$ cat src/logic/rename_params_pkg.sv
package rename_params_pkg;

  // ******************************
  // register file sizes.
  // ******************************
  localparam int num_ar = 32;
  localparam int num_pr = 64;
  localparam int num_fl = 32;
  localparam int rob_depth = 8;

  // architectural r0 is hardwired to physical p0.
  localparam int zero_reg = 0;
  localparam int zero_pr = 0;

  // ******************************
  // index widths.
  // ******************************
  localparam int ar_bits = $clog2(num_ar);
  localparam int pr_bits = $clog2(num_pr);
  localparam int fl_bits = $clog2(num_fl);
  localparam int rob_bits = $clog2(rob_depth);

endpackage

$ cat src/logic/rename_types_pkg.sv
package rename_types_pkg;

  // ******************************
  // register indices.
  // ******************************
  typedef logic [rename_params_pkg::ar_bits-1:0] areg_t;
  typedef logic [rename_params_pkg::pr_bits-1:0] preg_t;
  typedef logic [rename_params_pkg::fl_bits-1:0] fl_idx_t;

  // ******************************
  // reorder buffer record.
  // ******************************

  // one entry per dispatched instruction.
  // fl_tail is the free list tail before this allocation, the
  // point the free list rewinds to if this entry is the oldest
  // one squashed.
  typedef struct packed {
    areg_t   dest;
    preg_t   new_preg;
    preg_t   told;
    fl_idx_t fl_tail;
  } rob_entry_t;

endpackage

$ cat src/logic/free_list.sv
module free_list (
  input  logic                      clock,
  input  logic                      reset,
  input  logic                      dispatch_en,
  input  logic                      retire_en,
  input  logic                      rollback_en,
  input  rename_types_pkg::areg_t   dest_idx,
  input  rename_types_pkg::preg_t   told_idx,
  input  rename_types_pkg::fl_idx_t rollback_idx,
  output logic                      fl_valid,
  output rename_types_pkg::preg_t   alloc_preg,
  output rename_types_pkg::fl_idx_t alloc_tail
);

  rename_types_pkg::preg_t   fl_table [rename_params_pkg::num_fl];
  rename_types_pkg::fl_idx_t head_q;
  rename_types_pkg::fl_idx_t tail_q;
  logic [rename_params_pkg::fl_bits:0] count_q;
  logic take;
  logic give;
  logic list_empty;

  // freed registers go in at head, new ones leave from tail.
  assign give = retire_en && (told_idx != rename_params_pkg::zero_pr);
  assign take = dispatch_en && (dest_idx != rename_params_pkg::zero_reg);
  assign list_empty = (count_q == '0);

  // an allocation may not run past the next head.
  // with the list empty only a same-cycle free can feed it.
  assign fl_valid = (dest_idx == rename_params_pkg::zero_reg) || !list_empty || give;

  always_comb begin
    if (dest_idx == rename_params_pkg::zero_reg) begin
      alloc_preg = rename_types_pkg::preg_t'(rename_params_pkg::zero_pr);
    end else if (list_empty) begin
      // bypass the register being freed this cycle.
      alloc_preg = told_idx;
    end else begin
      alloc_preg = fl_table[tail_q];
    end
  end

  assign alloc_tail = tail_q;

  always_ff @(posedge clock) begin
    if (reset) begin
      head_q  <= '0;
      tail_q  <= '0;
      count_q <= $bits(count_q)'(rename_params_pkg::num_fl);
      for (int i = 0; i < rename_params_pkg::num_fl; i++) begin
        fl_table[i] <= rename_types_pkg::preg_t'(
          rename_params_pkg::num_pr - rename_params_pkg::num_fl + i);
      end
    end else if (rollback_en) begin
      // squashing every in-flight entry returns all of them.
      tail_q  <= rollback_idx;
      count_q <= $bits(count_q)'(rename_params_pkg::num_fl);
    end else begin
      if (give) begin
        fl_table[head_q] <= told_idx;
        head_q <= head_q + 1'b1;
      end
      if (take) begin
        tail_q <= tail_q + 1'b1;
      end
      case ({take, give})
        2'b10: count_q <= count_q - 1'b1;
        2'b01: count_q <= count_q + 1'b1;
        default: count_q <= count_q;
      endcase
    end
  end

  // a rewound tail lands on head, so the list is full again.
  a_rollback_refill: assert property (@(posedge clock) disable iff (reset)
    rollback_en |=> (tail_q == head_q));

endmodule

$ cat src/logic/map_table.sv
module map_table (
  input  logic                    clock,
  input  logic                    reset,
  input  logic                    dispatch_en,
  input  logic                    rollback_en,
  input  rename_types_pkg::areg_t dest_idx,
  input  rename_types_pkg::preg_t alloc_preg,
  input  rename_types_pkg::preg_t [rename_params_pkg::num_ar-1:0] arch_table,
  output rename_types_pkg::preg_t told_preg
);

  rename_types_pkg::preg_t [rename_params_pkg::num_ar-1:0] map_q;
  logic map_write;

  // r0 keeps its identity mapping.
  assign map_write = dispatch_en && (dest_idx != rename_params_pkg::zero_reg);

  // old mapping of the destination.
  assign told_preg = map_q[dest_idx];

  always_ff @(posedge clock) begin
    if (reset) begin
      for (int i = 0; i < rename_params_pkg::num_ar; i++) begin
        map_q[i] <= rename_types_pkg::preg_t'(i);
      end
    end else if (rollback_en) begin
      // speculative state falls back to the retired state.
      map_q <= arch_table;
    end else if (map_write) begin
      map_q[dest_idx] <= alloc_preg;
    end
  end

  // holds through dispatch and recovery alike.
  a_zero_entry: assert property (@(posedge clock) disable iff (reset)
    map_q[rename_params_pkg::zero_reg] == rename_params_pkg::zero_pr);

endmodule

$ cat src/logic/arch_map.sv
module arch_map (
  input  logic                    clock,
  input  logic                    reset,
  input  logic                    retire_en,
  input  rename_types_pkg::areg_t retire_areg,
  input  rename_types_pkg::preg_t retire_preg,
  output rename_types_pkg::preg_t [rename_params_pkg::num_ar-1:0] arch_table
);

  logic arch_write;

  // retired r0 leaves the table alone.
  assign arch_write = retire_en && (retire_areg != rename_params_pkg::zero_reg);

  always_ff @(posedge clock) begin
    if (reset) begin
      for (int i = 0; i < rename_params_pkg::num_ar; i++) begin
        arch_table[i] <= rename_types_pkg::preg_t'(i);
      end
    end else if (arch_write) begin
      arch_table[retire_areg] <= retire_preg;
    end
  end

endmodule

$ cat src/logic/rename_rob.sv
module rename_rob (
  input  logic                      clock,
  input  logic                      reset,
  input  logic                      dispatch_en,
  input  logic                      retire_en,
  input  logic                      rollback_en,
  input  rename_types_pkg::areg_t   dest_idx,
  input  logic                      fl_valid,
  input  rename_types_pkg::preg_t   alloc_preg,
  input  rename_types_pkg::fl_idx_t alloc_tail,
  input  rename_types_pkg::preg_t   told_preg,
  output logic                      dispatch_fire,
  output logic                      retire_fire,
  output logic                      dispatch_ready,
  output rename_types_pkg::areg_t   retire_areg,
  output rename_types_pkg::preg_t   retire_preg,
  output rename_types_pkg::preg_t   retire_told,
  output rename_types_pkg::fl_idx_t rollback_idx
);

  rename_types_pkg::rob_entry_t ring [rename_params_pkg::rob_depth];
  rename_types_pkg::rob_entry_t new_entry;
  rename_types_pkg::rob_entry_t oldest;
  logic [rename_params_pkg::rob_bits-1:0] head_q;
  logic [rename_params_pkg::rob_bits-1:0] tail_q;
  logic [rename_params_pkg::rob_bits:0]   count_q;
  logic rob_full;
  logic rob_empty;

  assign rob_full  = (count_q == rename_params_pkg::rob_depth);
  assign rob_empty = (count_q == '0);

  // ******************************
  // fire decisions.
  // ******************************

  // rollback wins over everything in its cycle.
  assign dispatch_ready = fl_valid && !rob_full && !rollback_en;
  assign dispatch_fire  = dispatch_en && dispatch_ready;
  assign retire_fire    = retire_en && !rob_empty && !rollback_en;

  // ******************************
  // entry contents.
  // ******************************
  always_comb begin
    new_entry.dest     = dest_idx;
    new_entry.new_preg = alloc_preg;
    new_entry.told     = told_preg;
    new_entry.fl_tail  = alloc_tail;
  end

  assign oldest      = ring[head_q];
  assign retire_areg = oldest.dest;
  assign retire_preg = oldest.new_preg;
  assign retire_told = oldest.told;

  // nothing in flight means tail is already where it belongs.
  assign rollback_idx = rob_empty ? alloc_tail : oldest.fl_tail;

  // payload.
  always_ff @(posedge clock) begin
    if (dispatch_fire) begin
      ring[tail_q] <= new_entry;
    end
  end

  // pointers and occupancy.
  always_ff @(posedge clock) begin
    if (reset || rollback_en) begin
      head_q  <= '0;
      tail_q  <= '0;
      count_q <= '0;
    end else begin
      if (dispatch_fire) begin
        tail_q <= tail_q + 1'b1;
      end
      if (retire_fire) begin
        head_q <= head_q + 1'b1;
      end
      case ({dispatch_fire, retire_fire})
        2'b10: count_q <= count_q + 1'b1;
        2'b01: count_q <= count_q - 1'b1;
        default: count_q <= count_q;
      endcase
    end
  end

  // occupancy stays bounded and agrees with the pointer distance.
  a_count_bound: assert property (@(posedge clock) disable iff (reset)
    (count_q <= rename_params_pkg::rob_depth) &&
    ((tail_q - head_q) == count_q[rename_params_pkg::rob_bits-1:0]));

endmodule

$ cat src/logic/rename_unit.sv
module rename_unit (
  input  logic                    clock,
  input  logic                    reset,
  input  logic                    dispatch_en,
  input  rename_types_pkg::areg_t dest_idx,
  input  logic                    retire_en,
  input  logic                    rollback_en,
  output logic                    dispatch_ready,
  output rename_types_pkg::preg_t dispatch_preg,
  output rename_types_pkg::preg_t dispatch_told,
  output logic                    retire_valid,
  output rename_types_pkg::areg_t retire_areg,
  output rename_types_pkg::preg_t retire_preg,
  output rename_types_pkg::preg_t retire_told
);

  logic                      dispatch_fire;
  logic                      fl_valid;
  rename_types_pkg::fl_idx_t alloc_tail;
  rename_types_pkg::fl_idx_t rollback_idx;
  rename_types_pkg::preg_t [rename_params_pkg::num_ar-1:0] arch_table;

  // ******************************
  // control.
  // ******************************
  rename_rob u_rob (
    .clock          (clock),
    .reset          (reset),
    .dispatch_en    (dispatch_en),
    .retire_en      (retire_en),
    .rollback_en    (rollback_en),
    .dest_idx       (dest_idx),
    .fl_valid       (fl_valid),
    .alloc_preg     (dispatch_preg),
    .alloc_tail     (alloc_tail),
    .told_preg      (dispatch_told),
    .dispatch_fire  (dispatch_fire),
    .retire_fire    (retire_valid),
    .dispatch_ready (dispatch_ready),
    .retire_areg    (retire_areg),
    .retire_preg    (retire_preg),
    .retire_told    (retire_told),
    .rollback_idx   (rollback_idx)
  );

  // ******************************
  // state.
  // ******************************
  free_list u_free_list (
    .clock        (clock),
    .reset        (reset),
    .dispatch_en  (dispatch_fire),
    .retire_en    (retire_valid),
    .rollback_en  (rollback_en),
    .dest_idx     (dest_idx),
    .told_idx     (retire_told),
    .rollback_idx (rollback_idx),
    .fl_valid     (fl_valid),
    .alloc_preg   (dispatch_preg),
    .alloc_tail   (alloc_tail)
  );

  map_table u_map_table (
    .clock       (clock),
    .reset       (reset),
    .dispatch_en (dispatch_fire),
    .rollback_en (rollback_en),
    .dest_idx    (dest_idx),
    .alloc_preg  (dispatch_preg),
    .arch_table  (arch_table),
    .told_preg   (dispatch_told)
  );

  arch_map u_arch_map (
    .clock       (clock),
    .reset       (reset),
    .retire_en   (retire_valid),
    .retire_areg (retire_areg),
    .retire_preg (retire_preg),
    .arch_table  (arch_table)
  );

endmodule

$ cat config.mk
export PLATFORM = sky130hd
export DESIGN_NAME = rename_unit
export DESIGN_NICKNAME = d
export VERILOG_FILES = /design/src/logic/rename_params_pkg.sv /design/src/logic/rename_types_pkg.sv /design/src/logic/free_list.sv /design/src/logic/map_table.sv /design/src/logic/arch_map.sv /design/src/logic/rename_rob.sv /design/src/logic/rename_unit.sv
export SDC_FILE = /design/constraint.sdc
export NUM_CORES = 1
export LEC_CHECK = 0
export BUFFER_PORTS_ARGS = -buffer_cell sky130_fd_sc_hd__buf_2
export CORE_ASPECT_RATIO = 0.8
export CORE_MARGIN = 4
export CORE_UTILIZATION = 30
export CTS_CLUSTER_SIZE = 30
export DETAILED_ROUTE_END_ITERATION = 16
export PLACE_DENSITY = 0.51
export SETUP_SLACK_MARGIN = 0.05
export SLEW_MARGIN = 20
export SYNTH_ARGS = -nofsm -noshare
export SYNTH_HDL_FRONTEND = slang
export SYNTH_SLANG_ARGS = --single-unit
$ cat constraint.sdc
create_clock -name clock -period 5.2 [get_ports clock]
set_input_delay 0.52 -clock clock [delete_from_list [all_inputs] [get_ports clock]]
set_output_delay 0.52 -clock clock [all_outputs]
set_load 0.01 [all_outputs]
# Word level (Yosys, flattened, before mapping)
# Memory sizes are Yosys's and may differ from the RTL's. A register that Yosys moved wholly into a read port is not among the register bits.
# Index checks and enable logic that the tools add are counted.
# word_totals
mem_count,2
out_inout_bits,31
ramBits,368
input_bits,10
elab_cells,153
ff_bits,410
# classes
n_reduce_logical,30
order_cmp,4
n_bitwise,1
addsub,8
eq_ne,6
muxes,32
# memory_table
memory,words,word_bits,rd,rd_clocked_by_memory_dff,write_ports,line_no,source
u_free_list.fl_table,32,6,1,1,32,free_list.sv:15,rename_types_pkg::preg_t fl_table [rename_params_pkg::num_fl];
u_rob.ring,8,22,1,1,1,rename_rob.sv:21,rename_types_pkg::rob_entry_t ring [rename_params_pkg::rob_depth];
# op_table
cell,n
192-bit bitwise mux,2
192-bit two-way mux,2
6-bit demux with 5-bit select,2
6-bit two-way mux,6
6-bit binary-select mux with 5-bit select,1
5-bit two-way mux,6
5-bit by 6-bit < comparator with 1-bit output (second input constant),2
6-bit case mux with 2 select lines,1
5-bit by 1-bit adder with 5-bit output (second input constant),2
5-bit by 1-bit greater-or-equal comparator with 1-bit output (second input constant),2
1-bit logical AND,10
5-bit nonzero test,2
1-bit two-way mux,9
4-bit case mux with 2 select lines,1
3-bit by 1-bit adder with 3-bit output (second input constant),2
6-bit by 1-bit adder with 6-bit output (second input constant),1
6-bit logical NOT,1
3-bit two-way mux,2
2-bit nonzero test,3
6-bit nonzero test,1
6-bit OR reduction,1
6-bit by 1-bit subtractor with 6-bit output (second input constant),1
5-bit logical NOT,1
4-bit by 1-bit adder with 4-bit output (second input constant),1
11 further kinds,19

# Logic depth before layout (Yosys ltp)
# depth
depth_word,14
depth_mapped,19
depth_no_buf,16

# Modules after synthesis
# A second synthesis with hierarchy kept.
# hier_totals
hier_cells,3051
hier_area_um2,35660.5
# by_module_without_submodules
mod,instances,area_per_inst_um2,seq_area_each_um2,cells_per_inst
map_table,1,10550.1,3843.7,1263
free_list,1,10293.6,6185.9,744
rename_rob,1,7494.7,5545.3,346
arch_map,1,7322.0,3843.7,698

# Worst setup path before layout
# OpenSTA, ideal clock, no wires.
# synth_timing
kind,input to register
startpoint,in dest_idx[4]
endpoint,mem u_rob.ring[2][0] in the netlist's numbering (enable)
path_buffers,1
slack_ns,0.376
required_time_ns,4.735
arrival_time_ns,4.359
stages,7
setup_time_ns,0.465
cell_sequence,or3_1 -> nor2_1 -> nor2_1 -> a21oi_2 -> inv_1 -> buf_4 -> nor4b_1
# synth_between
elab_chain_len,8
# synth_lines
element,line_no,source
"start, declared",rename_unit.sv:5,"input rename_types_pkg::areg_t dest_idx,"
5-bit logical NOT,free_list.sv:30,assign fl_valid = (dest_idx == rename_params_pkg::zero_reg) || !list_empty || give;
1-bit logical OR (2 in series),free_list.sv:30,
1-bit logical AND (2 in series),rename_rob.sv:38,assign dispatch_ready = fl_valid && !rob_full && !rollback_en;
1-bit logical AND,rename_rob.sv:39,assign dispatch_fire = dispatch_en && dispatch_ready;
1-bit two-way mux,rename_rob.sv:62,if (dispatch_fire) begin
1-bit two-way mux (not written as such),rename_rob.sv:63,ring[tail_q] <= new_entry;
"end, declared",rename_rob.sv:21,
# Every way passes these cells.

==> results.ini <==
[run]
maxCapViolations = 0

[synth]
syn-cell-area_sq_mm = 0.0344
synth_top_area_frac = 0.322
async_flop_share = 0
synthFlopType = dfxtp_1
syn_avg_cell_area_sq_um = 11.2
ys_types = 85
synthCells = 3064
ys_seq_area_frac = 0.565
yosys_warnings = 0
ys_ff_latch = 786
syn-num-nets = 3091
synth_edf_count = 368
synth.area.top_cells = edfxtp_1, dfxtp_1, mux4_2
synth_largest_area_cell = edfxtp_1

[pwr]
cell_internal_pwr_w = 0.0105
seqPwrFrac = 0.479
p_leak_nw = 13.3
p_per_area_mw_per_mm2 = 358
clkPwrFrac = 0.432
comb_power_share = 0.088
p_switching_w = 0.00356
netSwitchingFraction = 0.253
ir_worst_vdd_uv = 244

[floorplanning]
chipHeight_microns = 311
die-area_sq_mm = 0.120
die-width_microns = 386
rows = 110
core_sq_mm = 0.113
io_pins = 41
start_util = 0.304

[place]
gp_congestion = 0.910
dp_hpwl_microns = 77700
pre_cts_ws_ns = 0.800
place.port_buffers = 40

[drt]
routed_wirelength_microns = 118000
firstDrtPassIters = 5
ant_nets = 0
wire_per_inst_microns = 25.5
viasPerCell = 5.54
drc_errors = 0
vias = 25700
drt_iter0_drc = 2844

[worst_setup_path]
r2r_cells = 7
crit_path_start_kind = flip-flop
path_buf_inv = 1
crit_path_cell_trace = nor2b_1 > nand2_1 > and3_1 > a211o_1 > o22ai_2 > buf_2
cp.required_ns = 4.68
arrival_ns = 4.45
crit_cells = 6
crit_fanout = 19
critPathSlowestCell = dfxtp_1
r2r_setup_slack_ns = 0.70
critPathTopFamily = compound AO/OA/AOI/OAI gates
critPathKind = reg2out
cp-end-kind = output pin
r2r_end = u_map_table.map_q[43]$_SDFFE_PP1P_
cp_slowest_stage_delay_ns = 0.95

[clocking]
clockBufferDepth = 3
h-tree-depth = 3
root_buffer = clkbuf_16
clock_sinks = 786
clk_pin_slew_ns = 0.06
cts_tree = built
post_cts_resized = 0
cts_setup_buffers = 0
clock_latency_ns = 0.70
cts_buffers = 80
ctsHoldBuffers = 0

[timing]
slew-limit-headroom = 0.210
hold_viol = 0
skew_ns = 0.0395
fin_ws_ns = 0.225
rsz0062_at_grt = false
fin_tns_setup_ns = 0
fmax_ghz = 0.201
setup_violations = 0
worst_pin_slew_ns = 1.18
finalMaxSlewViolations = 0
period_share = 0.957
fin_crit_ns = 4.97

[hold_path]
hold_path_startpoint = retire_en
whs_path_depth = 3
hold_path_class = in2reg

[global_routing]
grt_pass1_wl_microns = 174000
grt_max_degree = 143
grt_pass1_vias = 24600
grt-ovfl-total = 0
grtUsageTotal = 0.194
antenna_found_initial = 3

[finish]
area_growth_pct = 14.4
final_util = 0.347
fillers = 11400
layout_common_cells = nand2_1, dfxtp_1, edfxtp_1
fin_nets = 3098
drive_above_1_share = 0.167
mostFrequentLayoutCell = nand2_1

[outcome]
outcome = completed

==> layer usage <==
layer | wire length [microns] | share of wire | track usage | vias to the layer above
met5 | 0 | 0 | 0 | -
met4 | 3420 | 0.029 | 0.0573 | 0
met3 | 10800 | 0.091 | 0.0479 | 222
met2 | 49800 | 0.42 | 0.274 | 1127
met1 | 54400 | 0.46 | 0.292 | 13000
li1 | - | - | - | 11400
==> synthesized netlist by cell type (5+ instances only) <==
cell,instances
a22oi_1,51
inv_1,80
o21a_1,11
o211ai_1,87
and3_1,12
nor2_1,324
nor3_1,53
a21oi_1,119
nor2b_1,24
a21oi_2,10
o221ai_1,28
xnor2_1,6
o21ai_1,5
clkbuf_1,148
o21ai_0,72
and2_1,14
ha_1,15
edfxtp_1,368
nand2b_1,15
buf_6,5
buf_4,7
a32oi_1,21
or2_2,10
o221a_2,10
nor3b_1,13
o31ai_1,10
o211ai_2,8
a221oi_1,35
nand2_1,475
mux2i_1,76
a21o_1,8
a31oi_1,14
buf_2,39
nand4_1,32
mux2_2,22
a211o_1,6
a211oi_1,76
a221o_1,54
dfxtp_1,418
xor2_1,9
buf_1,28
mux4_2,126
nand3_1,46
==> metrics by stage <==
stage | instance area, sq um | cells | total power [W] | hold WS [ns]
after global placement | 36500 | 4501 | 0.00808 | 0.422
after floorplan | 34400 | 3064 | 0.00750 | 0.410
after detailed placement | 36500 | 4501 | 0.00808 | 0.429
final | 39300 | 4649 | 0.0141 | 0.219
after global routing | 39300 | 4647 | 0.0145 | 0.197
after CTS | 39300 | 4647 | 0.0141 | 0.193
==> worst min-delay path, cell delays in order <==
cell and delay, ns:
buf_2 0.14, nand3_1 0.09, a21oi_1 0.08
==> flip-flops by register name (all words and copies together) (netlist names), named ones only <==
| register | count |
|---|---|
| u_free_list.count_q | 6 |
| u_map_table.map_q | 192 |
| u_arch_map.arch_table | 192 |
| u_rob.ring | 176 |
| u_free_list.fl_table | 192 |
| u_rob.count_q | 4 |
| u_rob.head_q | 3 |
| u_free_list.head_q | 5 |
| u_rob.tail_q | 3 |
| u_free_list.alloc_tail | 5 |
==> worst max-delay path by stage <==
stage | start | endpoint | slack (ns)
final | flip-flop | dispatch_preg[1] | 0.23
after global routing | flip-flop | dispatch_preg[1] | 0.1
after CTS | flip-flop | dispatch_preg[1] | 0.25
after detailed placement | flip-flop | u_map_table.map_q[19]$_SDFFE_PP1P_ | 0.80
after global placement | flip-flop | u_map_table.map_q[19]$_SDFFE_PP1P_ | 0.87
after floorplan | dest_idx[4] | u_rob.ring[2][0]$_DFFE_PP_ | 0.38
==> power groups by stage <==
| stage | clock, W | combinational, W | sequential, W |
|---|---|---|---|
| final | 0.00608 | 0.00124 | 0.00674 |
| after floorplan | 0 | 0.000692 | 0.00680 |
| after global placement | 0 | 0.00122 | 0.00687 |
| after global routing | 0.00647 | 0.00130 | 0.00675 |
| after CTS | 0.00619 | 0.00122 | 0.00673 |
| after detailed placement | 0 | 0.00122 | 0.00687 |
==> cells by family (layout without fill, tap and decap cells) <==
| family | Yosys count | in the layout | share of synthesized area |
|---|---|---|---|
| xor gates and xnor gates | 15 | 15 | 0.00382 |
| muxes | 225 | 225 | 0.113 |
| and+or+nand+nor | 1048 | 1048 | 0.131 |
| buffers and inverters | 309 | 380 | 0.0371 |
| other | 0 | 2 | 0 |
| DFF | 786 | 786 | 0.565 |
| adders and majority gates | 17 | 17 | 0.00663 |
| AOI/OAI and AO/OA | 664 | 664 | 0.144 |
==> layout make-up <==
type / count / area, sq um / share of cell area
Sequential cell: 786 / 19400 / 0.495
Multi-Input combinational cell: 1969 / 13800 / 0.351
Inverter: 82 / 315 / 0.00803
Clock buffer: 117 / 2420 / 0.0617
Timing Repair Buffer: 152 / 1080 / 0.0276
Antenna cell: 2 / 5.00 / 0.000127
Clock inverter: 29 / 335 / 0.00854
Tap cell: 1512 / 1890 / 0.0482
Note: power is estimated with default switching activity, not from simulation.
